<file path="config.mk">
export PLATFORM = sky130hd
export DESIGN_NAME = wb_arbiter
export DESIGN_NICKNAME = d
export VERILOG_FILES = /design/src/logic/rename_cfg_pkg.sv /design/src/logic/pipe_pkg.sv /design/src/logic/wb_arbiter.sv
export SDC_FILE = /design/constraint.sdc
export NUM_CORES = 1
export LEC_CHECK = 0
export BUFFER_PORTS_ARGS = -buffer_cell sky130_fd_sc_hd__buf_2
export CAP_MARGIN = 15
export CELL_PAD_IN_SITES_DETAIL_PLACEMENT = 0
export CELL_PAD_IN_SITES_GLOBAL_PLACEMENT = 2
export CORE_ASPECT_RATIO = 1.2
export CORE_MARGIN = 4
export CORE_UTILIZATION = 10
export DETAILED_ROUTE_END_ITERATION = 10
export PLACE_DENSITY = 0.95
export SLEW_MARGIN = 25
export SYNTH_ARGS = -nofsm -noshare
export SYNTH_HDL_FRONTEND = slang
export SYNTH_SLANG_ARGS = --single-unit
</file>
<file path="constraint.sdc">
create_clock -name vclk -period 3.1
set_input_delay 0.62 -clock vclk [all_inputs]
set_output_delay 0.62 -clock vclk [all_outputs]
set_load 0.03 [all_outputs]
</file>
<file path="src/logic/rename_cfg_pkg.sv">
/*
 * Sizes of the architectural and physical register spaces, the free list
 * and the graduation list, with the index types built from them.
 * Imported by every RTL module of the rename back end.
 */

`default_nettype none

package rename_cfg_pkg;

    // Register spaces
    localparam int NUM_ARCH_REGS   = 32;
    localparam int NUM_PHYS_REGS   = 48;
    localparam int FREE_LIST_DEPTH = NUM_PHYS_REGS - NUM_ARCH_REGS;

    // Graduation list and datapath
    localparam int GL_DEPTH = 16;
    localparam int XLEN     = 64;

    localparam int REG_W    = $clog2(NUM_ARCH_REGS);
    localparam int PHREG_W  = $clog2(NUM_PHYS_REGS);
    localparam int GL_IDX_W = $clog2(GL_DEPTH);
    localparam int FL_PTR_W = $clog2(FREE_LIST_DEPTH);

    typedef logic [REG_W-1:0]    reg_t;
    typedef logic [PHREG_W-1:0]  phreg_t;
    typedef logic [GL_IDX_W-1:0] gl_index_t;
    typedef logic [XLEN-1:0]     data_t;

    // Occupancy counters hold one more value than the pointers
    typedef logic [GL_IDX_W:0]   gl_count_t;
    typedef logic [FL_PTR_W-1:0] fl_ptr_t;
    typedef logic [FL_PTR_W:0]   fl_count_t;

endpackage

`default_nettype wire

</file>
<file path="src/logic/pipe_pkg.sv">
/*
 * Bundles passed between rename, writeback and commit.
 * Decode feeds decode_instr_t in, results come back as wb_req_t and
 * retired instructions leave as commit_t.
 */

`default_nettype none

package pipe_pkg;

    // Instruction as it leaves decode
    typedef struct packed {
        logic                  valid;
        rename_cfg_pkg::reg_t  rd;
        rename_cfg_pkg::reg_t  rs1;
        rename_cfg_pkg::reg_t  rs2;
        logic                  regfile_we;
    } decode_instr_t;

    // Decoded fields plus the physical mapping and operand readiness
    typedef struct packed {
        logic                      valid;
        rename_cfg_pkg::reg_t      rd;
        rename_cfg_pkg::reg_t      rs1;
        rename_cfg_pkg::reg_t      rs2;
        logic                      regfile_we;
        rename_cfg_pkg::phreg_t    prd;
        rename_cfg_pkg::phreg_t    old_prd;
        rename_cfg_pkg::phreg_t    prs1;
        rename_cfg_pkg::phreg_t    prs2;
        logic                      rdy1;
        logic                      rdy2;
        rename_cfg_pkg::gl_index_t gl_index;
    } renamed_instr_t;

    // Result returned by an execution port
    typedef struct packed {
        logic                      valid;
        rename_cfg_pkg::gl_index_t gl_index;
        rename_cfg_pkg::phreg_t    prd;
        rename_cfg_pkg::data_t     data;
    } wb_req_t;

    // One retired instruction
    typedef struct packed {
        logic                   valid;
        rename_cfg_pkg::reg_t   rd;
        rename_cfg_pkg::phreg_t prd;
        rename_cfg_pkg::phreg_t old_prd;
        logic                   regfile_we;
        rename_cfg_pkg::data_t  data;
    } commit_t;

endpackage

`default_nettype wire

</file>
<file path="src/logic/wb_arbiter.sv">
/*
 * Fixed-priority arbiter for the single register file write port.
 * ALU results win over memory results; a losing port holds its request.
 */

`timescale 1ns/1ps
`default_nettype none

module wb_arbiter (
    input  pipe_pkg::wb_req_t alu_i,
    input  pipe_pkg::wb_req_t mem_i,
    output logic              alu_grant_o,
    output logic              mem_grant_o,
    output pipe_pkg::wb_req_t wb_o
);

    assign alu_grant_o = alu_i.valid;
    assign mem_grant_o = mem_i.valid & ~alu_i.valid;

    // Idle path carries an all-zero, invalid request
    always_comb begin
        if (alu_grant_o) begin
            wb_o = alu_i;
        end else if (mem_grant_o) begin
            wb_o = mem_i;
        end else begin
            wb_o = '0;
        end
    end

endmodule

`default_nettype wire

</file>
# Word-level counts from Yosys, hierarchy flattened
# Index checks and enable logic that the tools add are counted.
# word_totals
ff_bits,0
elab_cells,4
output_inout_bits,77
input_bits,150
# classes
n_bitwise,2
muxes,2
# ops
cell,n
two-way mux 75 bit,2
bitwise AND 1 bit,1
NOT 1 bit,1

# Longest topological paths before layout
# logic_depth
depth_word,4
mapped_depth,4
ltp_nobuf,2

# Worst setup path before layout
# No wires, ideal clock.
# synth_path
kind,in2out
startpoint,input mem_i[74] in the netlist's numbering
endpoint,output wb_o[64] in the netlist's numbering
setup_slack_ns,1.104
cell_stages,3
required_ns,2.480
arrival_time_ns,1.376
path_buffers,1
path_cell_list,nor2b_2 buf_2 a22o_1
# synth_rtl
element,line_no,source
start: declaration,wb_arbiter.sv:11,"input pipe_pkg::wb_req_t mem_i,"
end: declaration,wb_arbiter.sv:14,output pipe_pkg::wb_req_t wb_o

==> out/metrics.yaml <==
critical_path:
  cp.required_ns: 2.48
  end_kind: "output pin"
  crit_fanout: 41
  worstSetupStartpointType: "input pin"
  cp.arrival_ns: 1.67
  cp-startpoint: "alu_i[74]"
  worst-setup-path-type: "input pin to output pin"
  crit_end: "wb_o[30]"
timing:
  worstMarginPinSlew_ns: 0.414
  period_share_pct: 73.9
  max_freq_mhz: 436
  slew_violations: 0
  slew_headroom_pct: 72.4
  hold_viol: 0
  setup_viol_count_final: 0
  rsz0062_at_grt: "no"
  post-route-min-period_ns: 2.29
  tns_ns: 0
  hold_slack_ns: 1.60
synth:
  ys_seq_area_share_pct: 0
  synthesis.area_sq_um: 763
  ys_warn_count: 0
  syn_nets: 243
  yosysUniqueCellTypes: 6
  synthMostInstantiatedCell: "a22o_1"
  yosys.area.top_type_share_pct: 84.9
  synth_area_leaders: "a22o_1 85%, buf_4 6.9%, buf_2 5.2%"
  syn_avg_cell_area_sq_um: 8.21
  synth_top_area_cell: "a22o_1"
  synthCells: 93
  synth_common_cells: "74 x a22o_1, 8 x buf_2, 7 x buf_4"
placed_design:
  dp_hpwl_um: 4850
  port_buffers: 227
  place.gp.congestion: 0.689
final_layout:
  seq_cells: 0
  register_area_sq_um: 0
  post-route-util_pct: 26.5
  syn_to_final_growth_pct: 155
  drive_above_1_share_pct: 75.6
  clock_buffers: 0
  nNetsFinal: 459
  antennaDiodeCount: 0
flow_run:
  cap_violations: 0
global_routing:
  grtUsageTotal_pct: 9.79
  grt_pass1_vias: 1612
  antenna_found_initial: 0
  grt_pass1_wl_um: 7480
  grt_max_degree: 42
  grt-ovfl-total: 0
power:
  leakage_nw: 1.23
  power_w: 0.000427
  pwr-share-seq_pct: 0
  pwr-share-comb_pct: 100.0
  power_density_nw_per_um2: 219
  switching_share_pct: 59.7
  switching_power_w: 0.000255
  p_int_w: 0.000172
  clock_power_share_pct: 0
  ir_drop_uv: 150
min_path:
  hp-class: "input pin to output pin"
  holdPathStages: 3
floorplan:
  fp.coreArea_sq_um: 7360
  rows: 34
  die_x_um: 87.8
  start_util_pct: 10.4
  die_area_sq_um: 9100
  ios: 227
  die_y_um: 104
outcome:
  status: "completed"
drt:
  drc: 0
  wl_per_cell_um: 13.9
  top_layer: "met3"
  firstDrtPassIters: 4
  initialDrtViolationCount: 56
  vias: 1676
  route.met3.wl_um: 804
  postRouteWirelength_um: 5500
  wl_met2_um: 2890
  wl_met1_um: 1800
  antenna_left: 0
  via_per_inst: 4.22
clocking:
  cts_hold_buf: 0
  post_cts_buffers: 0
  cts_resized: 0
-- power by group through the flow --
stage | clock network (W) | registers [W] | logic, W
after floorplan | 0 | 0 | 0.000260
final | 0 | 0 | 0.000427
after CTS | 0 | 0 | 0.000430
after detailed placement | 0 | 0 | 0.000429
after global placement | 0 | 0 | 0.000428
after global routing | 0 | 0 | 0.000453
-- final cells by class --
class | instances | area [sq um]
repair buffers | 231 | 1170
well taps | 90 | 113
multi-input cells | 76 | 668
fillers | 835 | 5410
-- stage by stage --
stage,cell area [sq um],setup slack (ns),std cells
floorplan,763,1.10,93
global placement,1950,0.805,397
detailed placement,1950,0.811,397
CTS,1950,0.809,397
global route,1950,0.751,397
finish,1950,0.809,397
-- cells by family after synthesis --
kind of cell	Yosys count	share of synthesized area, %
compound gates	74	84.9
simple gates	2	1.97
buf+inv	17	13.1
-- critical path: stages --
cell     delay [ns]
buf_2          0.12
nor2b_4        0.10
buf_4          0.37
a22o_1         0.22
buf_2          0.20
-- routing by layer --
layer  up-vias  global-route usage (%)
met5         -                       0
met4         0                       0
met1       704                    10.1
met3         0                    1.99
met2       134                    20.4
li1        838                       -
-- cell usage in the layout, fill, tap and decap left out --
| master | count |
|---|---|
| buf_4 | 4 |
| nor2b_4 | 1 |
| buf_2 | 227 |
| a22o_1 | 74 |
| or2_1 | 1 |
-- how the worst min path moves through the flow --
stage | from | to | slack (ns)
global route | mem_i[39] | wb_o[39] | 1.61
global placement | mem_i[13] | wb_o[13] | 1.60
detailed placement | mem_i[62] | wb_o[62] | 1.60
CTS | mem_i[20] | wb_o[20] | 1.60
floorplan | alu_i[74] | alu_grant_o | 1.37
finish | mem_i[74] | wb_o[74] | 1.60
Note: power is estimated with default switching activity, not from simulation.
