===== config.mk =====
export PLATFORM = sky130hd
export DESIGN_NAME = free_list
export DESIGN_NICKNAME = d
export VERILOG_FILES = /design/src/logic/rename_cfg_pkg.sv /design/src/logic/free_list.sv
export SDC_FILE = /design/constraint.sdc
export NUM_CORES = 1
export LEC_CHECK = 0
export ABC_AREA = 1
export ABC_CLOCK_PERIOD_IN_PS = 2670
export BUFFER_PORTS_ARGS = -buffer_cell sky130_fd_sc_hd__buf_4
export CORE_ASPECT_RATIO = 0.7
export CORE_MARGIN = 3
export CORE_UTILIZATION = 50
export DETAILED_ROUTE_END_ITERATION = 16
export GPL_TIMING_DRIVEN = 1
export HOLD_SLACK_MARGIN = 0.05
export PLACE_DENSITY_LB_ADDON = 0.2
export SLEW_MARGIN = 20
export SYNTH_ARGS = -nofsm -noshare
export SYNTH_HDL_FRONTEND = slang
export SYNTH_SLANG_ARGS = --single-unit

===== constraint.sdc =====
create_clock -name clk_i -period 2.67 [get_ports clk_i]
set_clock_uncertainty 0.2 [all_clocks]
set_input_delay 0.267 -clock clk_i [delete_from_list [all_inputs] [get_ports clk_i]]
set_output_delay 0.267 -clock clk_i [all_outputs]
set_load 0.01 [all_outputs]

===== src/logic/rename_cfg_pkg.sv =====
/*
 * Sizes of the architectural and physical register spaces, the free list
 * and the graduation list, with the index types built from them.
 * Imported by every RTL module of the rename back end.
 */

`default_nettype none

package rename_cfg_pkg;

    // Register spaces
    localparam int NUM_ARCH_REGS   = 32;
    localparam int NUM_PHYS_REGS   = 48;
    localparam int FREE_LIST_DEPTH = NUM_PHYS_REGS - NUM_ARCH_REGS;

    // Graduation list and datapath
    localparam int GL_DEPTH = 16;
    localparam int XLEN     = 64;

    localparam int REG_W    = $clog2(NUM_ARCH_REGS);
    localparam int PHREG_W  = $clog2(NUM_PHYS_REGS);
    localparam int GL_IDX_W = $clog2(GL_DEPTH);
    localparam int FL_PTR_W = $clog2(FREE_LIST_DEPTH);

    typedef logic [REG_W-1:0]    reg_t;
    typedef logic [PHREG_W-1:0]  phreg_t;
    typedef logic [GL_IDX_W-1:0] gl_index_t;
    typedef logic [XLEN-1:0]     data_t;

    // Occupancy counters hold one more value than the pointers
    typedef logic [GL_IDX_W:0]   gl_count_t;
    typedef logic [FL_PTR_W-1:0] fl_ptr_t;
    typedef logic [FL_PTR_W:0]   fl_count_t;

endpackage

`default_nettype wire


===== src/logic/free_list.sv =====
/*
 * Circular queue of unallocated physical registers.
 * Rename pops the head, commit pushes freed registers at the tail.
 */

`timescale 1ns/1ps
`default_nettype none

module free_list (
    input  logic                   clk_i,
    input  logic                   rstn_i,
    input  logic                   pop_i,
    input  logic                   push_i,
    input  rename_cfg_pkg::phreg_t push_reg_i,
    output rename_cfg_pkg::phreg_t head_o,
    output logic                   empty_o
);

    import rename_cfg_pkg::*;

    phreg_t    fifo_q [FREE_LIST_DEPTH];
    fl_ptr_t   head_q;
    fl_ptr_t   tail_q;
    fl_count_t count_q;

    assign head_o  = fifo_q[head_q];
    assign empty_o = (count_q == '0);

    // Starts full with every register above the architectural range
    always_ff @(posedge clk_i or negedge rstn_i) begin
        if (!rstn_i) begin
            for (int i = 0; i < FREE_LIST_DEPTH; i++) begin
                fifo_q[i] <= phreg_t'(NUM_ARCH_REGS + i);
            end
            head_q  <= '0;
            tail_q  <= '0;
            count_q <= fl_count_t'(FREE_LIST_DEPTH);
        end else begin
            if (push_i) begin
                fifo_q[tail_q] <= push_reg_i;
                tail_q         <= tail_q + 1'b1;
            end
            if (pop_i) begin
                head_q <= head_q + 1'b1;
            end
            count_q <= count_q + fl_count_t'(push_i) - fl_count_t'(pop_i);
        end
    end

endmodule

`default_nettype wire


Word level (Yosys, flattened, before mapping)

Index checks and enable logic that the tools add are counted.

Reduce and logical (&&, ||, !) cells: 2
$mul: 0
Div/mod/pow operators: 0
$add $sub $neg: 4
Shift-type cells: 0
Order comparisons: 3
Bitwise operators: 2
Equal/unequal tests: 0
Multiplexer cells: 6

Operators by type and width:

| kind                                                      | number |
|---|---|
| bitwise mux 96 bit                                        | 1 |
| binary-select mux 6 bit (select 4 bit)                    | 1 |
| demux 6 bit (select 4 bit)                                | 1 |
| two-way mux 6 bit                                         | 3 |
| greater-or-equal comparator 5 bit (second input constant) | 2 |
| inverter 4 -> 5 bit                                       | 2 |
| adder 4 x 1 -> 4 bit (second input constant)              | 2 |
| adder 5 x 1 -> 5 bit                                      | 1 |
| logical NOT 5 bit                                         | 1 |
| < comparator 5 x 1 -> 1 bit (second input constant)       | 1 |
| subtractor 5 x 1 -> 5 bit                                 | 1 |
| logical AND 1 bit                                         | 1 |

Register bits after elaboration: 109
Memory bits (writable): 0
Output and inout port bits: 7
Memories kept: 0
Latch bits: 0
Bits in read-only memories: 0
Logic and storage cells: 36

Longest topological paths before layout

Word-level depth: 6
Gate-level depth with buffers: 9
Gate-level depth less buffers: 9

Worst setup path after synthesis

Ideal clock, no wire load.

Path kind: flip-flop to flip-flop
Start point: register count_q[0]
End point: register count_q[4]
Slack: 0.776 ns
Stages on the path, launching flop included: 10
Data arrival time: 1.620 ns
Library setup time: 0.075 ns
Cell sequence: dfrtp_1 inv_1 ha_1 inv_1 ha_1 fa_1 a21oi_1 nor2_1 nor2_1 xor2_1

Cells in the longest elaborated chain, start to end: 2

Ends and longest elaborated chain:

| element                   | RTL line        | source |
|---|---|---|
| start: declaration        | free_list.sv:24 | `fl_count_t count_q;` |
| start signal: assignment  | free_list.sv:37 | `count_q <= fl_count_t'(FREE_LIST_DEPTH);` |
| start signal: assignment  | free_list.sv:46 | `count_q <= count_q + fl_count_t'(push_i) - fl_count_t'(pop_i);` |
| adder 5 x 1 -> 5 bit      | free_list.sv:46 |  |
| subtractor 5 x 1 -> 5 bit | free_list.sv:46 |  |

No other way between the ends.
A chain may end at the register's enable or synchronous reset.

Final worst setup path

Start point: input pop_i
End point: register count_q[4]

Cells in the longest elaborated chain, start to end: 1

Ends and longest elaborated chain:

| element                   | RTL line        | source |
|---|---|---|
| start: declaration        | free_list.sv:12 | `input logic pop_i,` |
| subtractor 5 x 1 -> 5 bit | free_list.sv:46 |  |

No other way between the ends.

==> reports/metrics.cfg <==
[cells_and_area]
fin_area_um2 = 6120
final_layout_size_suffix_gt1_share_pct = 15.4
fill_cells = 974
syn2layout_area_growth_pct = 10.2
seq_area_um2 = 2790
multi_input_area_um2 = 2130
finalNonFillerCells = 861
nNetsFinal = 730
n_antenna_cell = 0

[worst_setup_path]
worstPathRequired_ns = 2.74
r2r_start = count_q[0]$_DFF_PN0_
end_kind = flop
reg2reg_to = count_q[4]$_DFF_PN1_
start_kind = input port
worst-setup-path-type = input port to flop
cp.arrival_ns = 2.41
reg2reg_depth = 9
critical_path_peak_fanout = 6
reg2reg_slack_ns = 0.59

[detailed_routing]
wl_met3_um = 690
drt_iter0_drc = 309
drt-met1-wl_mm = 6.36
wl_per_cell_um = 14.8
met2WireLength_mm = 5.51
ant_nets = 0
dr_total_vias = 4434
routed_wl_mm = 12.8
routed.top_layer = met4
drc = 0
drtPass1Iterations = 6
viasPerCell = 5.15

[floorplanning]
die_h_um = 94.1
ios = 17
dieWidth_um = 132
start_util_pct = 52.4
die_area_um2 = 12400
row_count = 31
core-area_um2 = 10600

[synthesis]
yosysTopAreaCell = dfrtp_1
synth_top_area_share_pct = 27.1
ys_top_cells_by_area = dfrtp_1, dfstp_2, nand2_1, nand3_1, inv_1
syn_nets = 723
synth-main-ff-cell = dfrtp_1
yosys_warnings = 0
syn_inst = 701
yosys_register_bits = 109
async_flop_share_pct = 100
seq_area_frac_synth_pct = 50.3
synth-edff-count = 0
yosysMostFrequentCell = nand2_1
syn-cell-area_um2 = 5550
ys_top_cells_by_count = nand2_1, inv_1, nand3_1
synth.distinct_cells = 21
synth.avg_cell_area_um2 = 7.91

[timing]
setup_viol = 0
hold_violations = 0
maxSlewHeadroom_pct = 59.0
rsz0062_at_grt = false
setup_tns_ns = 0
period_minus_slack_ns = 2.34
max_freq_mhz = 427
final_max_slew_viol_count = 0
worst_slew_pin_slew_ns = 0.613
period_share_pct = 87.7

[placed_design]
place.gp.congestion = 0.836
post-place-cells = 836
port_buffers = 16
place_area_um2 = 5730
hpwl_mm = 8.62

[clock_network]
clock_path_buffers = 2
cts_buffers = 9
cts_tree = built
h-tree-depth = 3
clock-sinks = 109
cts_root_buf = clkbuf_16
clk_latency_ns = 0.35
clkSlewWorstSetupHoldPaths_ns = 0.07

[pwr]
power.leakage_uw = 0.00302
irDropWorstVdd_v = 0.000593
power_density_nw_per_um2 = 1290

[global_route]
antenna_found_initial = 0
grt_overflow = 0
grt_pass1_vias = 4323
grt_use_total_pct = 22.3
grt_pass1_wl_mm = 21.8
grt_max_degree = 39

[job]
max-cap-violations = 0

[worst_hold_path]
min_path_type = input port to async pin

[run_status]
status = complete, no violations

## cell families (layout without fill, tap and decap cells)
kind of cell / after synthesis / after routing / share of synthesized area [%]
DFF: 109 / 109 / 50.3
AOI/OAI and AO/OA: 100 / 100 / 9.90
xor gates and xnor gates: 10 / 10 / 1.58
buffers and inverters: 144 / 156 / 11.3
and+or+nand+nor: 326 / 326 / 24.2
adders and majority gates: 12 / 12 / 2.84
## routing by layer
metal,track usage [%],vias to the layer above
met1,32.3,2124
met3,4.28,20
met5,0,-
met4,6.38,0
met2,34.2,110
li1,-,2180
## power breakdown
group	switching, µW	internal (µW)
sequential	428	2720
combinational	2130	1290
clock	581	753
total	3140	4770
## how the worst max path moves through the flow
stage | start | end | slack, ns
floorplan | count_q[0]$_DFF_PN0_ | count_q[4]$_DFF_PN1_ | 0.78
CTS | pop_i | count_q[4]$_DFF_PN1_ | 0.36
detailed placement | pop_i | count_q[4]$_DFF_PN1_ | 0.56
global route | pop_i | count_q[4]$_DFF_PN1_ | 0.22
global placement | pop_i | count_q[4]$_DFF_PN1_ | 0.63
finish | pop_i | count_q[4]$_DFF_PN1_ | 0.33
## state kept, by name (all words and copies together), names as in the netlist
register	cells
head_q	4
fifo_q	96
tail_q	4
count_q	5
## through the flow
step                      util (%)  power (µW)  hold slack (ns)  worst slack (ns)
after detailed placement      54.1        6570           0.0428             0.555
final                         57.8        7900            0.210             0.329
after global placement        54.1        6410           0.0404             0.630
after CTS                     57.8        7950            0.215             0.358
after global routing          57.8        8660            0.241             0.221
after floorplan                  -        5630           -0.229             0.776
## area by class of cell
type,count,area share [%]
Sequential cell,109,45.6
Multi-Input combinational cell,448,34.9
Inverter,103,6.32
Timing Repair Buffer,37,5.32
Clock buffer,12,4.03
Tap cell,148,3.03
Clock inverter,4,0.798
## timing repair
item	4_1_cts	5_1_grt
gates resized for setup	0	0
buffers inserted	0	0
hold buffers	9	0
endpoints found under the hold margin	72	0
## cells in the final DEF (no fill, tap or decap)
cell	count
a21oi_1	2
buf_12	2
buf_4	26
bufinv_16	1
clkbuf_1	2
clkbuf_16	9
clkbuf_8	1
clkinv_2	2
clkinv_4	1
dfrtp_1	60
dfstp_2	49
dlygate4sd3_1	9
fa_1	1
ha_1	11
inv_1	99
inv_2	4
nand2_1	237
nand3_1	77
nand4_1	2
nor2_1	8
nor2_4	2
o21ai_0	58
o21ai_1	27
o21ai_2	13
xnor2_1	1
xor2_1	9
## critical path, stage by stage
cell	delay (ns)
dlygate4sd3_1	0.55
buf_4	0.16
ha_1	0.27
inv_1	0.05
ha_1	0.21
fa_1	0.41
a21oi_1	0.16
nor2_1	0.06
nor2_1	0.12
xor2_1	0.16
(Power assumes the default switching activity.)
