## src/logic/rename_cfg_pkg.sv

```systemverilog
/*
 * Sizes of the architectural and physical register spaces, the free list
 * and the graduation list, with the index types built from them.
 * Imported by every RTL module of the rename back end.
 */

`default_nettype none

package rename_cfg_pkg;

    // Register spaces
    localparam int NUM_ARCH_REGS   = 32;
    localparam int NUM_PHYS_REGS   = 48;
    localparam int FREE_LIST_DEPTH = NUM_PHYS_REGS - NUM_ARCH_REGS;

    // Graduation list and datapath
    localparam int GL_DEPTH = 16;
    localparam int XLEN     = 64;

    localparam int REG_W    = $clog2(NUM_ARCH_REGS);
    localparam int PHREG_W  = $clog2(NUM_PHYS_REGS);
    localparam int GL_IDX_W = $clog2(GL_DEPTH);
    localparam int FL_PTR_W = $clog2(FREE_LIST_DEPTH);

    typedef logic [REG_W-1:0]    reg_t;
    typedef logic [PHREG_W-1:0]  phreg_t;
    typedef logic [GL_IDX_W-1:0] gl_index_t;
    typedef logic [XLEN-1:0]     data_t;

    // Occupancy counters hold one more value than the pointers
    typedef logic [GL_IDX_W:0]   gl_count_t;
    typedef logic [FL_PTR_W-1:0] fl_ptr_t;
    typedef logic [FL_PTR_W:0]   fl_count_t;

endpackage

`default_nettype wire

```

## src/logic/pipe_pkg.sv

```systemverilog
/*
 * Bundles passed between rename, writeback and commit.
 * Decode feeds decode_instr_t in, results come back as wb_req_t and
 * retired instructions leave as commit_t.
 */

`default_nettype none

package pipe_pkg;

    // Instruction as it leaves decode
    typedef struct packed {
        logic                  valid;
        rename_cfg_pkg::reg_t  rd;
        rename_cfg_pkg::reg_t  rs1;
        rename_cfg_pkg::reg_t  rs2;
        logic                  regfile_we;
    } decode_instr_t;

    // Decoded fields plus the physical mapping and operand readiness
    typedef struct packed {
        logic                      valid;
        rename_cfg_pkg::reg_t      rd;
        rename_cfg_pkg::reg_t      rs1;
        rename_cfg_pkg::reg_t      rs2;
        logic                      regfile_we;
        rename_cfg_pkg::phreg_t    prd;
        rename_cfg_pkg::phreg_t    old_prd;
        rename_cfg_pkg::phreg_t    prs1;
        rename_cfg_pkg::phreg_t    prs2;
        logic                      rdy1;
        logic                      rdy2;
        rename_cfg_pkg::gl_index_t gl_index;
    } renamed_instr_t;

    // Result returned by an execution port
    typedef struct packed {
        logic                      valid;
        rename_cfg_pkg::gl_index_t gl_index;
        rename_cfg_pkg::phreg_t    prd;
        rename_cfg_pkg::data_t     data;
    } wb_req_t;

    // One retired instruction
    typedef struct packed {
        logic                   valid;
        rename_cfg_pkg::reg_t   rd;
        rename_cfg_pkg::phreg_t prd;
        rename_cfg_pkg::phreg_t old_prd;
        logic                   regfile_we;
        rename_cfg_pkg::data_t  data;
    } commit_t;

endpackage

`default_nettype wire

```

## src/logic/graduation_list.sv

```systemverilog
/*
 * In-order completion buffer. Entries are inserted at rename, marked done
 * by writeback through their index and retired one per cycle from the
 * head. The head entry drives commit_o while it is done.
 */

`timescale 1ns/1ps
`default_nettype none

module graduation_list (
    input  logic                      clk_i,
    input  logic                      rstn_i,
    input  pipe_pkg::renamed_instr_t  insert_i,
    input  pipe_pkg::wb_req_t         wb_i,
    output rename_cfg_pkg::gl_index_t tail_o,
    output logic                      full_o,
    output pipe_pkg::commit_t         commit_o
);

    import rename_cfg_pkg::*;
    import pipe_pkg::*;

    commit_t             entry_q [GL_DEPTH];
    logic [GL_DEPTH-1:0] done_q;
    gl_index_t           head_q;
    gl_index_t           tail_q;
    gl_count_t           count_q;
    logic                retire;

    assign tail_o = tail_q;
    assign full_o = (count_q == gl_count_t'(GL_DEPTH));
    assign retire = (count_q != '0) && done_q[head_q];

    always_comb begin
        commit_o       = entry_q[head_q];
        commit_o.valid = retire;
    end

    //////////////////////////////////////////////////
    // Pointers and done flags
    //////////////////////////////////////////////////

    always_ff @(posedge clk_i or negedge rstn_i) begin
        if (!rstn_i) begin
            head_q  <= '0;
            tail_q  <= '0;
            count_q <= '0;
            done_q  <= '0;
        end else begin
            if (insert_i.valid) begin
                done_q[tail_q] <= 1'b0;
                tail_q         <= tail_q + 1'b1;
            end
            // A result never targets the slot being inserted
            if (wb_i.valid) begin
                done_q[wb_i.gl_index] <= 1'b1;
            end
            if (retire) begin
                head_q <= head_q + 1'b1;
            end
            count_q <= count_q + gl_count_t'(insert_i.valid) - gl_count_t'(retire);
        end
    end

    //////////////////////////////////////////////////
    // Entry payload
    //////////////////////////////////////////////////

    always_ff @(posedge clk_i) begin
        if (insert_i.valid) begin
            entry_q[tail_q].rd         <= insert_i.rd;
            entry_q[tail_q].prd        <= insert_i.prd;
            entry_q[tail_q].old_prd    <= insert_i.old_prd;
            entry_q[tail_q].regfile_we <= insert_i.regfile_we;
        end
        if (wb_i.valid) begin
            entry_q[wb_i.gl_index].data <= wb_i.data;
        end
    end

endmodule

`default_nettype wire

```

## config.mk

```make
export PLATFORM = sky130hd
export DESIGN_NAME = graduation_list
export DESIGN_NICKNAME = d
export VERILOG_FILES = /design/src/logic/rename_cfg_pkg.sv /design/src/logic/pipe_pkg.sv /design/src/logic/graduation_list.sv
export SDC_FILE = /design/constraint.sdc
export NUM_CORES = 1
export LEC_CHECK = 0
export BUFFER_PORTS_ARGS = -buffer_cell sky130_fd_sc_hd__buf_2
export CAP_MARGIN = 0
export CORE_ASPECT_RATIO = 1.25
export CORE_MARGIN = 2
export CORE_UTILIZATION = 45
export DETAILED_ROUTE_END_ITERATION = 8
export PLACE_DENSITY = 0.67
export SLEW_MARGIN = 20
export SYNTH_ARGS = -nofsm -noshare
export SYNTH_HDL_FRONTEND = slang
export SYNTH_SLANG_ARGS = --single-unit
export TNS_END_PERCENT = 1
```

## constraint.sdc

```tcl
create_clock -name clk_i -period 6.7 [get_ports clk_i]
set_input_delay 1.675 -clock clk_i [delete_from_list [all_inputs] [get_ports clk_i]]
set_output_delay 1.675 -clock clk_i [all_outputs]
set_load 0.05 [all_outputs]
```

Word-level counts from Yosys, hierarchy flattened
Memory sizes are Yosys's and may differ from the RTL's. Index checks and enable logic that the tools add are counted.

Bits in registers: 29. Memory bits (writable): 1312. Bits of input ports: 124. Output and inout bits: 88. Word-level logic and storage cells: 34. Memories kept: 1.

Add/subtract/negate cells: 4. Magnitude comparators: 5. Equal/unequal tests: 1. Mux-type cells: 12. Bitwise operators: 3. Reduce and logical (&&, ||, !) cells: 4.

Memories: entry_q (depth 16, bits a word 82, read ports 1, clocked after Yosys merged registers in 0, wr ports 2, line graduation_list.sv:23) `commit_t entry_q [GL_DEPTH];`.

Operator list (count): $mux 16 (2); $and 16x16->16 (1); $not 16->16 (1); $or 16x16->16 (1); $lt 4x5->1 const B (3); $add 4x1->4 const B (2); $demux 1 s4 (2); $ge 4x1->1 const B (2); $mux 1 (7); $add 5x1->5 (1); $eq 5x5->1 const B (1); $reduce_bool 5->1 (1); $sub 5x1->5 (1); $bmux 1 s4 (1); $logic_and 1x1->1 (3).

Longest topological paths before layout
Depth in word-level cells: 9. Mapped depth: 16. Depth with buffers taken out: 15.

Worst setup path after synthesis
No wires, ideal clock.

Kind: input -> register. From: in wb_i[72] in the netlist's numbering. To: mem entry_q[0][0] in the netlist's numbering (enable). Setup time: 567 ps. Arrival time: 6572 ps. Data required time: 6133 ps. Setup slack: -438 ps. Stages on the path: 3. Buffers on the path: 1. Path through: or3b_1 clkbuf_1 nor3_1.

RTL lines: from (decl) (line graduation_list.sv:14) `input pipe_pkg::wb_req_t wb_i,`; to (decl) (line graduation_list.sv:23).

==> key figures <==
Clock network
  – Num CTS Buffers: roughly 130
  – Post-CTS Resized: 0
  – Clk_lat worst skew: 0.75 ns
  – Setup bufs post-CTS: 0
  – Htree depth: 4
  – Root Buffer Master: clkbuf_16
  – Clk slew on worst S/H paths: 0.06 ns
  – Clk sinks: between 1000 and 1500
  – Clk buf depth: 3
  – Hold_buf cts: 0
  – CTS tree: yes

Power and ir drop
  – Clk network pwr share: between 20% and 30%
  – Psw: approximately 8.3 mW
  – Int Power: 16.8 mW
  – Power per cell area: roughly 430 nW/um^2
  – Net Sw Frac: about a third
  – P_leak: approximately 18 nW
  – Share of power burned in registers: roughly 40%
  – Combinational power share: 31.8%
  – VDD IR max: roughly 0.34 mV

Layout
  – Layout area overhead: 14.1%
  – Finished Cell Area: between 50000 and 60000 um^2
  – Layout cells sized above 1: 36.8%
  – Commonest non-fill, non-tap cells in the layout: 1312 x edfxtp_1, 412 x mux4_2, 177 x buf_2, 131 x clkbuf_16, 35 x buf_4
  – Final #Nets: between 2000 and 2500
  – Number of fill cells: around 8500
  – Register area: between 40000 and 50000 um^2
  – Fin cells: ~3800
  – Multi-input logic area: 10300 um^2
  – Most common cell after layout, fill and taps aside: edfxtp_1

Hold path
  – Worst Hold Path Cells: 2
  – Worst hold-check path type: register to register

Yosys
  – Unique cell type count in the Yosys netlist: 34
  – Synthesized area per cell: approximately 26 um^2
  – Yosys reg bits: around 1300
  – Cell area after synthesis: slightly above 50000 um^2
  – Syn Nets: 2125
  – Cells after Synth: about 2000
  – Register area share after synthesis: 78.9%
  – Warnings, synthesis: 0

STA
  – Final Cycle Share: approximately four fifths
  – Tmin final: around 5.4 ns
  – RSZ-0062 raised after global routing: false
  – Least-Margin Pin Slew: approximately 1.1 ns
  – Max Freq: roughly 180 MHz
  – Max Clock Skew: approximately 0.054 ns
  – Setup TNS: 0 ns
  – Final hold viol count: 0
  – Final Setup Violations: 0
  – Relative slew slack: 24.6%
  – Final Max Slew Viols: 0

Critical path
  – Data arrival time of the critical path: about 3.7 ns
  – CP startpoint kind: register
  – Crit Path Max Fanout: 43
  – Crit. End Element: primary output
  – R2R cell count: 15
  – Crit path kind: register to primary output
  – Worst EP required: around 5.0 ns

GRT
  – Pin count of the biggest net entering global routing: 90
  – First-pass GRT wire length: roughly 160 mm
  – Grt ovf: 0
  – Initial antenna violation count: 25
  – All-layer global routing usage: 19.2%
  – Vias in the first global route: 23800

Route
  – Total number of vias: 22300
  – Post-DRT Antenna Nets: 0
  – Final WL: 110 mm
  – Routed length per instance: between 20 and 30 um
  – DRC: 0
  – Drt via density: just under 6
  – Initial drt markers: ~2300
  – DR pass1 iterations: 5

Place
  – Routability cong.: 0.756
  – Port bufs: 177
  – Placed insts: between 3000 and 4000
  – Placed inst area: 53800 um^2
  – Post-DP HPWL: between 50 and 60 mm

Floorplan
  – FP Rows: between 100 and 150
  – Die Span Y: 380 um
  – Core ar.: 112000 um^2
  – I/O pin count: between 200 and 250
  – Initial Util: a little under half
  – Die Span X: 305 um
  – Die area: roughly 120000 um^2

Status
  – Status: finished clean

Run
  – Max_cap viols: 0
[path summary, 6_finish.rpt]
path | start | to | slack (ns)
max in group asynchronous | rstn_i | head_q[3] | 5.17
min | done_q[6] | done_q[6] | 0.52
min in group asynchronous | rstn_i | tail_o[0] | 0.96
max | head_q[0] | commit_o[33] | 1.29
max reg2reg | head_q[0] | count_q[4] | 2.79
min reg2reg | done_q[6] | done_q[6] | 0.52
[logic make-up after synthesis]
family | count (synthesis) | share of synthesized area [%]
DFF | 1341 | 78.9
muxes | 417 | 18.3
buffers and inverters | 109 | 1.31
and+or+nand+nor | 61 | 0.573
AOI/OAI and AO/OA | 40 | 0.448
adders and majority gates | 12 | 0.310
xor gates and xnor gates | 9 | 0.155
[sequential cells by signal, indices dropped and copies added (netlist names)]
| signal | cells |
|---|---|
| entry_q | 1312 |
| tail_o | 4 |
| head_q | 4 |
| done_q | 16 |
| count_q | 5 |
[power by group through the flow]
stage	Combinational [mW]	Clock, mW	Sequential, mW
final	7.97	7.16	9.98
after global placement	8.04	0	10.1
after floorplan	6.44	0	9.93
after detailed placement	8.12	0	10.2
after CTS	8.14	7.30	9.99
after global routing	8.43	7.60	10.0
[cell type report]
cell class                 instances  share of cell area (%)
sequential                      1341                    69.2
clock buffer                     158                    5.82
multi-input combinational        539                    17.7
clock inverter                    75                    1.44
antenna                            8                  0.0345
inverter                          12                  0.0776
timing repair buffer             230                    2.60
tap                             1459                    3.15
[cell usage after synthesis]
master,count,area share [%]
edfxtp_1,1312,77
mux4_2,412,18
clkbuf_1,41,0.30
nor2_1,32,0.24
buf_6,31,0.69
o21ai_0,30,0.30
dfrtp_1,29,1.4
buf_1,13,0.096
inv_1,12,0.089
ha_1,11,0.27
nand2b_1,9,0.11
buf_2,8,0.079
nand2_1,7,0.052
xnor2_1,7,0.12
a21oi_1,4,0.039
buf_4,4,0.059
nor3_1,4,0.039
a311oi_2,2,0.059
and4_1,2,0.034
mux2_1,2,0.044
mux2i_1,2,0.039
nand3b_1,2,0.030
xor2_1,2,0.034
a21o_1,1,0.015
fa_1,1,0.039
mux2_2,1,0.022
nand3_1,1,0.0098
nand4_1,1,0.012
o211ai_1,1,0.015
o21ai_1,1,0.0098
o21bai_1,1,0.015
or2_2,1,0.012
or3b_1,1,0.017
or4b_1,1,0.020
[routing by layer]
metal	global-route usage, %	part of all wire [%]	up-vias	wire length (um)
li1	-	-	9196	-
met1	25.2	39	12100	42800
met2	32.2	51	786	56600
met3	4.86	7.5	199	8230
met4	5.03	2.0	26	2180
met5	0	0.14	-	158
[worst max-delay path: stages, from the launching register on]
cell     delay, ns
dfrtp_4       1.05
buf_4         0.57
mux4_2        0.58
mux4_2        0.52
buf_2         0.24
[through the flow]
stage,hold slack (ns),setup slack (ns),utilization [%],power [mW]
6_report,0.525,1.29,51.8,25.1
5_1_grt,0.560,1.03,51.8,26.1
4_1_cts,0.527,1.11,51.8,25.4
3_5_place_dp,0.509,1.95,48.1,18.3
3_3_place_gp,0.486,2.00,48.1,18.2
2_1_floorplan,0.466,-0.183,-,16.4
(Power assumes the default switching activity.)
