File: config.mk
export PLATFORM = sky130hd
export DESIGN_NAME = rename_stage
export DESIGN_NICKNAME = d
export VERILOG_FILES = /design/src/logic/rename_cfg_pkg.sv /design/src/logic/pipe_pkg.sv /design/src/logic/rename_stage.sv
export SDC_FILE = /design/constraint.sdc
export NUM_CORES = 1
export LEC_CHECK = 0
export BUFFER_PORTS_ARGS = -buffer_cell sky130_fd_sc_hd__buf_2
export CORE_MARGIN = 5
export CORE_UTILIZATION = 31
export CTS_CLUSTER_DIAMETER = 50
export DETAILED_ROUTE_END_ITERATION = 10
export GPL_TIMING_DRIVEN = 1
export PLACE_DENSITY = 0.83
export SYNTH_ARGS = -nofsm -noshare
export SYNTH_HDL_FRONTEND = slang
export SYNTH_SLANG_ARGS = --single-unit
File: constraint.sdc
create_clock -name clk_i -period 1.4 [get_ports clk_i]
set_clock_uncertainty 0.05 [all_clocks]
set_input_delay 0.21 -clock clk_i [delete_from_list [all_inputs] [get_ports clk_i]]
set_output_delay 0.21 -clock clk_i [all_outputs]
set_load 0.02 [all_outputs]
File: src/logic/rename_cfg_pkg.sv
/*
 * Sizes of the architectural and physical register spaces, the free list
 * and the graduation list, with the index types built from them.
 * Imported by every RTL module of the rename back end.
 */

`default_nettype none

package rename_cfg_pkg;

    // Register spaces
    localparam int NUM_ARCH_REGS   = 32;
    localparam int NUM_PHYS_REGS   = 48;
    localparam int FREE_LIST_DEPTH = NUM_PHYS_REGS - NUM_ARCH_REGS;

    // Graduation list and datapath
    localparam int GL_DEPTH = 16;
    localparam int XLEN     = 64;

    localparam int REG_W    = $clog2(NUM_ARCH_REGS);
    localparam int PHREG_W  = $clog2(NUM_PHYS_REGS);
    localparam int GL_IDX_W = $clog2(GL_DEPTH);
    localparam int FL_PTR_W = $clog2(FREE_LIST_DEPTH);

    typedef logic [REG_W-1:0]    reg_t;
    typedef logic [PHREG_W-1:0]  phreg_t;
    typedef logic [GL_IDX_W-1:0] gl_index_t;
    typedef logic [XLEN-1:0]     data_t;

    // Occupancy counters hold one more value than the pointers
    typedef logic [GL_IDX_W:0]   gl_count_t;
    typedef logic [FL_PTR_W-1:0] fl_ptr_t;
    typedef logic [FL_PTR_W:0]   fl_count_t;

endpackage

`default_nettype wire

File: src/logic/pipe_pkg.sv
/*
 * Bundles passed between rename, writeback and commit.
 * Decode feeds decode_instr_t in, results come back as wb_req_t and
 * retired instructions leave as commit_t.
 */

`default_nettype none

package pipe_pkg;

    // Instruction as it leaves decode
    typedef struct packed {
        logic                  valid;
        rename_cfg_pkg::reg_t  rd;
        rename_cfg_pkg::reg_t  rs1;
        rename_cfg_pkg::reg_t  rs2;
        logic                  regfile_we;
    } decode_instr_t;

    // Decoded fields plus the physical mapping and operand readiness
    typedef struct packed {
        logic                      valid;
        rename_cfg_pkg::reg_t      rd;
        rename_cfg_pkg::reg_t      rs1;
        rename_cfg_pkg::reg_t      rs2;
        logic                      regfile_we;
        rename_cfg_pkg::phreg_t    prd;
        rename_cfg_pkg::phreg_t    old_prd;
        rename_cfg_pkg::phreg_t    prs1;
        rename_cfg_pkg::phreg_t    prs2;
        logic                      rdy1;
        logic                      rdy2;
        rename_cfg_pkg::gl_index_t gl_index;
    } renamed_instr_t;

    // Result returned by an execution port
    typedef struct packed {
        logic                      valid;
        rename_cfg_pkg::gl_index_t gl_index;
        rename_cfg_pkg::phreg_t    prd;
        rename_cfg_pkg::data_t     data;
    } wb_req_t;

    // One retired instruction
    typedef struct packed {
        logic                   valid;
        rename_cfg_pkg::reg_t   rd;
        rename_cfg_pkg::phreg_t prd;
        rename_cfg_pkg::phreg_t old_prd;
        logic                   regfile_we;
        rename_cfg_pkg::data_t  data;
    } commit_t;

endpackage

`default_nettype wire

File: src/logic/rename_stage.sv
/*
 * Rename stage. Decides acceptance and stall, allocates the destination,
 * inserts into the graduation list and holds the renamed instruction for
 * one cycle while snooping the writeback path for operand readiness.
 */

`timescale 1ns/1ps
`default_nettype none

module rename_stage (
    input  logic                      clk_i,
    input  logic                      rstn_i,
    input  pipe_pkg::decode_instr_t   decode_i,
    input  logic                      free_empty_i,
    input  rename_cfg_pkg::phreg_t    free_head_i,
    input  logic                      gl_full_i,
    input  rename_cfg_pkg::gl_index_t gl_tail_i,
    input  rename_cfg_pkg::phreg_t    map_prs1_i,
    input  rename_cfg_pkg::phreg_t    map_prs2_i,
    input  rename_cfg_pkg::phreg_t    map_old_prd_i,
    input  logic                      map_rdy1_i,
    input  logic                      map_rdy2_i,
    input  pipe_pkg::wb_req_t         wb_i,
    output logic                      alloc_o,
    output pipe_pkg::renamed_instr_t  insert_o,
    output logic                      stall_o,
    output pipe_pkg::renamed_instr_t  renamed_o
);

    import rename_cfg_pkg::*;
    import pipe_pkg::*;

    logic           need_reg;
    logic           accept;
    logic           out_valid_q;
    renamed_instr_t out_q;

    // x0 is hardwired, so it never waits on a producer
    function automatic logic snoop(wb_req_t wb, phreg_t prs, reg_t rs);
        return wb.valid && (wb.prd == prs) && (rs != '0);
    endfunction

    assign need_reg = decode_i.valid & decode_i.regfile_we & (decode_i.rd != '0);
    assign stall_o  = gl_full_i | (free_empty_i & need_reg);
    assign accept   = decode_i.valid & ~stall_o;
    assign alloc_o  = accept & need_reg;

    // Renamed view of the instruction in the accept cycle
    always_comb begin
        insert_o.valid      = accept;
        insert_o.rd         = decode_i.rd;
        insert_o.rs1        = decode_i.rs1;
        insert_o.rs2        = decode_i.rs2;
        insert_o.regfile_we = decode_i.regfile_we;
        insert_o.prd        = need_reg ? free_head_i : '0;
        insert_o.old_prd    = need_reg ? map_old_prd_i : '0;
        insert_o.prs1       = map_prs1_i;
        insert_o.prs2       = map_prs2_i;
        insert_o.rdy1       = map_rdy1_i | snoop(wb_i, map_prs1_i, decode_i.rs1);
        insert_o.rdy2       = map_rdy2_i | snoop(wb_i, map_prs2_i, decode_i.rs2);
        insert_o.gl_index   = gl_tail_i;
    end

    always_ff @(posedge clk_i or negedge rstn_i) begin
        if (!rstn_i) begin
            out_valid_q <= 1'b0;
        end else begin
            out_valid_q <= accept;
        end
    end

    always_ff @(posedge clk_i) begin
        out_q <= insert_o;
    end

    // Ready table missed any writeback granted during this cycle
    always_comb begin
        renamed_o       = out_q;
        renamed_o.valid = out_valid_q;
        renamed_o.rdy1  = out_q.rdy1 | snoop(wb_i, out_q.prs1, out_q.rs1);
        renamed_o.rdy2  = out_q.rdy2 | snoop(wb_i, out_q.prs2, out_q.rs2);
    end

endmodule

`default_nettype wire

Word-level counts from Yosys, hierarchy flattened --
Cells that the tools add are included.
Word-level totals: bits in registers 47, input port bits 126, output and inout bits 96, logic and storage cells 42
Cells by class: muxes and demuxes 2, bitwise gates (word level) 11, equal/unequal tests 4, reductions and logical operators 13
Operators by type and width (count):
- $reduce_bool A5 Y1 | 5
- $eq A6 B6 Y1 | 4
- $mux W6 | 2
- $logic_and A1 B1 Y1 | 8
- $and A1 B1 Y1 | 5
- $or A1 B1 Y1 | 5
- $not A1 Y1 | 1

Depth between registers and ports, before layout --
Gate-level depths: netlist of the first run.
depth in word-level cells 7, gate-level depth with buffers 4, gate-level depth less buffers 3

Least setup slack after synthesis of the first run --
Ideal clock, no wire load.
kind input port to output port, from in decode_i[14] (netlist bit), to out insert_o[46] (netlist bit), setup slack -155 ps, buffers on the path 1, stages on the path 4, arrival 1295 ps, data required time 1140 ps, cells stage by stage or3_4 -> o311a_2 -> nor3b_1 -> buf_4
Between the ends: cells in the longest elaborated chain, start to end 6
Ends and longest elaborated chain:
- start: declaration | RTL line rename_stage.sv:13 | input pipe_pkg::decode_instr_t decode_i,
- $reduce_bool A5 Y1 | RTL line rename_stage.sv:43 | assign need_reg = decode_i.valid & decode_i.regfile_we & (decode_i.rd != '0);
- $and A1 B1 Y1 | RTL line rename_stage.sv:43
- $and A1 B1 Y1 | RTL line rename_stage.sv:44 | assign stall_o = gl_full_i | (free_empty_i & need_reg);
- $or A1 B1 Y1 | RTL line rename_stage.sv:44
- $not A1 Y1 | RTL line rename_stage.sv:45 | assign accept = decode_i.valid & ~stall_o;
- $and A1 B1 Y1 | RTL line rename_stage.sv:45
- end: declaration | RTL line rename_stage.sv:25 | output pipe_pkg::renamed_instr_t insert_o,
Every way passes these cells.

Final worst setup path of the first run --
from in decode_i[14] (netlist bit), to out stall_o
Between the ends: cells in the longest elaborated chain, start to end 4
Ends and longest elaborated chain:
- $reduce_bool A5 Y1 | RTL line rename_stage.sv:43
- $and A1 B1 Y1 | RTL line rename_stage.sv:43
- $and A1 B1 Y1 | RTL line rename_stage.sv:44
- $or A1 B1 Y1 | RTL line rename_stage.sv:44
- end: declaration | RTL line rename_stage.sv:26 | output logic stall_o,
Every way passes these cells.

==> results of run 1 <==
[worst max-delay path, delay by kind of cell]
kind            cells  cell delay (ns)
simple gates        1             0.41
compound gates      2             0.58
buf+inv             2             0.21
[sequential cells by signal (all words and copies together) (netlist names)]
signal	flops
out_q	2
out_valid_q	1
renamed_o	44
[what timing repair did]
action	in CTS	in global routing
hold buffers	19	1
endpoints found under the setup margin	19	18
endpoints found under the hold margin	19	1
resized for setup	43	13
cloned	1	0
pin swaps	10	5
setup buffers	2	1
[worst paths after layout]
kind                                from                     to  slack, ns  depth (start not counted)
min in group asynchronous         rstn_i  out_valid_q$_DFF_PN0_       0.16                          2
max                         decode_i[14]                stall_o      -0.28                          5
min                        map_prs2_i[2]   renamed_o[8]$_DFF_P_       0.01                          1
max in group asynchronous         rstn_i  out_valid_q$_DFF_PN0_       1.06                          2
[cell usage after synthesis, drive strengths merged, types with 2 or more instances]
cell	number	area (µm²)
a211oi	4	30.0
a41o	4	40.0
and2	12	103
buf	79	597
dfxtp	46	921
inv	4	15.0
nor3	4	20.0
nor3b	2	15.0
nor4	4	25.0
o311a	2	32.5
xnor2	4	35.0
xor2	20	175
[logic make-up (layout without fill, tap and decap cells)]
logic type	Yosys count	after routing	share of synthesized area
simple gates	23	23	0.0847
buf+inv	83	192	0.298
xor+xnor	24	24	0.102
flops	47	47	0.461
compound gates	11	12	0.0542
[power by group]
| part | internal (µW) | switching [µW] |
|---|---|---|
| registers | 1410 | 31.6 |
| logic | 313 | 387 |
| clock network | 348 | 448 |
[routing by layer]
metal / part of all wire / vias up
li1: - / 745
met1: 0.32 / 728
met2: 0.57 / 86
met3: 0.096 / 6
met4: 0.014 / 0
met5: 0 / -
[cell type report]
class                      count  area [µm²]
clock buffer                   5        68.8
multi-input combinational     59         629
timing repair buffer         180        1140
sequential                    47         948
tap                           77        96.3
clock inverter                 3        20.0
inverter                       4        15.0
fill                         599        3460
[stage by stage]
| step | setup TNS (ns) | power (µW) | setup WS, ns | hold slack (ns) | utilization |
|---|---|---|---|---|---|
| final | -3.89 | 2930 | -0.280 | 0.0141 | 0.458 |
| after global routing | -4.41 | 3100 | -0.304 | 0.00131 | 0.458 |
| after CTS | -4.14 | 2970 | -0.319 | 0.000163 | 0.447 |
| after detailed placement | -5.43 | 2050 | -0.345 | -0.0642 | 0.371 |
| after global placement | -4.65 | 2040 | -0.321 | -0.0641 | 0.371 |
| after floorplan | -0.871 | 1910 | -0.0952 | -0.136 | - |
==> impl_metrics.json, run 1 <==
{
  "max_stage_delay_ns": 0.41,
  "syn_to_final_growth_pct": 42.4,
  "setup_viol": 17,
  "clock_sinks": 47,
  "synth-edff-count": 0,
  "cap_violations": 0,
  "violations": "setup timing",
  "core-area_um2": 6390,
  "use_met2": 0.260,
  "critPathCaptureType": "primary output",
  "crit_type": "in2out",
  "finalCriticalPeriod_ns": 1.68,
  "final_cell_mix": "buf_2, dfxtp_1, dlygate4sd3_1",
  "synth_nets": 314,
  "min_path_type": "in2reg",
  "finalInstanceArea_um2": 2920,
  "route.detailed.wl_per_inst_um": 14.9,
  "via_per_inst": 4.17,
  "drc": 0,
  "antenna_found_initial": 0,
  "ys_types": 18,
  "grt_busiest_layer": "met2",
  "crit_chain": "buf_6, or3_4, o311a_4, a21o_4, buf_6",
  "vias": 1565,
  "dp.cells": 343,
  "yosysWarnings": 0,
  "wirelength_um": 5590,
  "fmax_mhz": 595,
  "syn_inst": 188,
  "p_per_area_nw_per_um2": 1000,
  "ys.flop_type": "dfxtp_1",
  "finalHoldViolations": 0,
  "die_x_um": 91.4,
  "instances_no_fill": 375,
  "postPlaceCellArea_um2": 2370,
  "rows": 29,
  "cts_root_buf": "clkbuf_8",
  "use_met3": 0.0446,
  "grt_util_met1": 0.124,
  "gr-usage-all-layers": 0.131,
  "p_leak_uw": 0.00148,
  "io_buffers": 153,
  "first_pass_iters": 2,
  "slew_headroom": 0.855,
  "gp_congestion": 0.714,
  "ant_nets": 0,
  "syn_avg_cell_area_um2": 10.9,
  "cpMostUsedCell": "buf_6",
  "cts_max_path_buffers": 2,
  "dieArea_um2": 8350,
  "cts_made_buffers": 5,
  "ys_seq_elements": 47,
  "place_hpwl_um": 4240,
  "irDropWorstVdd_v": 0.000387,
  "cp-start-kind": "input port",
  "h-tree-depth": 2,
  "syn-cell-area_um2": 2050,
  "ys_seq_area_frac": 0.461,
  "cts_tree": "done",
  "tightestPinTransition_ns": 0.215,
  "drv_slew": 0,
  "die_y_um": 91.4,
  "grt_setup_unrepaired": "true",
  "worstPathArrival_ns": 1.42,
  "layout-drive-gt1-share": 0.658,
  "worst_slack_ns": -0.280,
  "critical_path.max_fanout": 7,
  "antenna_cells": 0,
  "grt_pass1_vias": 1732,
  "status": "finished with violations",
  "grt_max_degree": 16,
  "grt.overflow.total": 0,
  "cp.required_ns": 1.14,
  "start_util": 0.322,
  "clk_pin_slew_ns": 0.09,
  "drtIter0Drc": 12,
  "finalCritPeriodShare": 1.20,
  "async_flop_share": 0.0213,
  "final_common_cell": "buf_2",
  "grt_pass1_wl_um": 8760,
  "ios": 222,
  "slowest_stage": "or3_4",
  "final_nets": 423
}
(Power assumes the default switching activity.)
==> inputs of run 2 (changes only) <==
- CELL_PAD_IN_SITES_DETAIL_PLACEMENT: not set -> 1
- CELL_PAD_IN_SITES_GLOBAL_PLACEMENT: not set -> 1
- CORE_UTILIZATION: 31 -> 21
- PLACE_DENSITY: 0.83 -> 0.84
==> run 2 against run 1 <==
Effect of this change:
- the flow still finishes with violations (setup timing)
- cell area increased by 8.9%
- first-iteration DRC count increased by 75%
- critical path depth unchanged
- critical endpoint unchanged
- highest routed layer unchanged
==> impl_metrics.json, run 2 (synthesis gave the netlist of run 1 again) <==
{
  "status": "finished with violations",
  "violations": "setup timing",
  "clk_pin_slew_ns": 0.08,
  "cp-start-kind": "input port",
  "slowest_stage": "or3_4",
  "cap_violations": 0,
  "grt_pass1_wl_um": 9480,
  "first_pass_iters": 3,
  "dieArea_um2": 11900,
  "final_common_cell": "buf_2",
  "final_nets": 437,
  "die_y_um": 109,
  "min_path_type": "in2reg",
  "gp_congestion": 0.672,
  "drv_slew": 0,
  "place_hpwl_um": 4930,
  "grt_setup_unrepaired": "true",
  "vias": 1644,
  "io_buffers": 153,
  "power_uw": 3230,
  "layout-drive-gt1-share": 0.683,
  "ios": 222,
  "syn_to_final_growth_pct": 55.1,
  "utilization": 0.330,
  "drtIter0Drc": 21,
  "critPathCaptureType": "primary output",
  "grt_max_degree": 15,
  "worstPathArrival_ns": 1.43,
  "die_x_um": 109,
  "regArea_um2": 950,
  "wirelength_um": 6680,
  "critical_path.max_fanout": 7,
  "antenna_found_initial": 0,
  "route.detailed.wl_per_inst_um": 15.0,
  "h-tree-depth": 2,
  "fmax_mhz": 592,
  "cpMostUsedCell": "buf_6",
  "clock_sinks": 47,
  "ant_nets": 0,
  "largest_register_ffs": 44,
  "drc": 0,
  "core-area_um2": 9640,
  "cts_max_path_buffers": 2,
  "irDropWorstVdd_v": 0.000372,
  "p_leak_uw": 0.00159,
  "antenna_cells": 0,
  "rows": 36,
  "cts_made_buffers": 5,
  "finalCriticalPeriod_ns": 1.69,
  "gr-usage-all-layers": 0.109,
  "tightestPinTransition_ns": 0.280,
  "place_ws_ns": -0.348,
  "start_util": 0.213,
  "multi_input_area_um2": 657,
  "finalCritPeriodShare": 1.21,
  "via_per_inst": 3.69,
  "cts_tree": "done",
  "setup_viol": 17,
  "cts_root_buf": "clkbuf_8",
  "p_per_area_nw_per_um2": 1010,
  "worst_slack_ns": -0.290,
  "cp.required_ns": 1.14,
  "slew_headroom": 0.813,
  "dp.cells": 406,
  "crit_chain": "buf_6, or3_4, o311a_4, a21o_4, buf_6",
  "fin_setup_tns_ns": -4.03,
  "final_cell_mix": "buf_2, dfxtp_1, dlygate4sd3_1",
  "grt_pass1_vias": 1851,
  "instances_no_fill": 445,
  "grt.overflow.total": 0,
  "fillers": 1113,
  "crit_type": "in2out",
  "max_stage_delay_ns": 0.41,
  "finalHoldViolations": 0
}
run 2: worst max-delay path: cells and delay by family:
family / cells / cell delay [ns]
buffers and inverters: 2 / 0.21
AOI/OAI and AO/OA: 2 / 0.58
and+or+nand+nor: 1 / 0.41
run 2: power breakdown:
group	total [µW]	internal (µW)	switching [µW]	leakage, µW
clock network	1030	578	456	0.0000612
registers	1440	1410	34.7	0.000399
logic	753	346	407	0.00113
total	3230	2330	898	0.00159
run 2: through the flow:
stage	instance area, µm²	hold slack, ns
6_report	3180	0.0350
5_1_grt	3180	0.0140
4_1_cts	3090	0.0100
3_5_place_dp	2490	-0.0608
3_3_place_gp	2490	-0.0646
2_1_floorplan	2080	-0.136
run 2: cell type report:
cell class / instances / area share
Timing Repair Buffer: 194 / 0.402
Sequential cell: 47 / 0.298
Multi-Input combinational cell: 59 / 0.206
Tap cell: 133 / 0.0523
Clock buffer: 6 / 0.0259
Clock inverter: 2 / 0.0110
Inverter: 4 / 0.00472
run 2: metal layers:
metal | vias up | routed length [µm] | part of all wire | GRT usage
met5 | - | 0 | 0 | 0
met4 | 0 | 24 | 0.0036 | 0.0298
met3 | 4 | 629 | 0.094 | 0.0397
met2 | 92 | 3900 | 0.58 | 0.221
met1 | 772 | 2120 | 0.32 | 0.0992
li1 | 776 | - | - | -
run 2: repair_timing:
item | CTS | global route
resized for setup | 55 | 15
pin swaps | 22 | 14
cloned | 1 | 0
endpoints found under the setup margin | 19 | 19
hold buffers | 22 | 1
buffers inserted | 4 | 4
endpoints found under the hold margin | 22 | 1
run 2: final timing paths:
check	startpoint	cells after the start	endpoint
setup / recovery	decode_i[14]	5	stall_o
hold / removal	decode_i[1]	1	renamed_o[31]$_DFF_P_
max in group asynchronous	rstn_i	2	out_valid_q$_DFF_PN0_
min in group asynchronous	rstn_i	2	out_valid_q$_DFF_PN0_
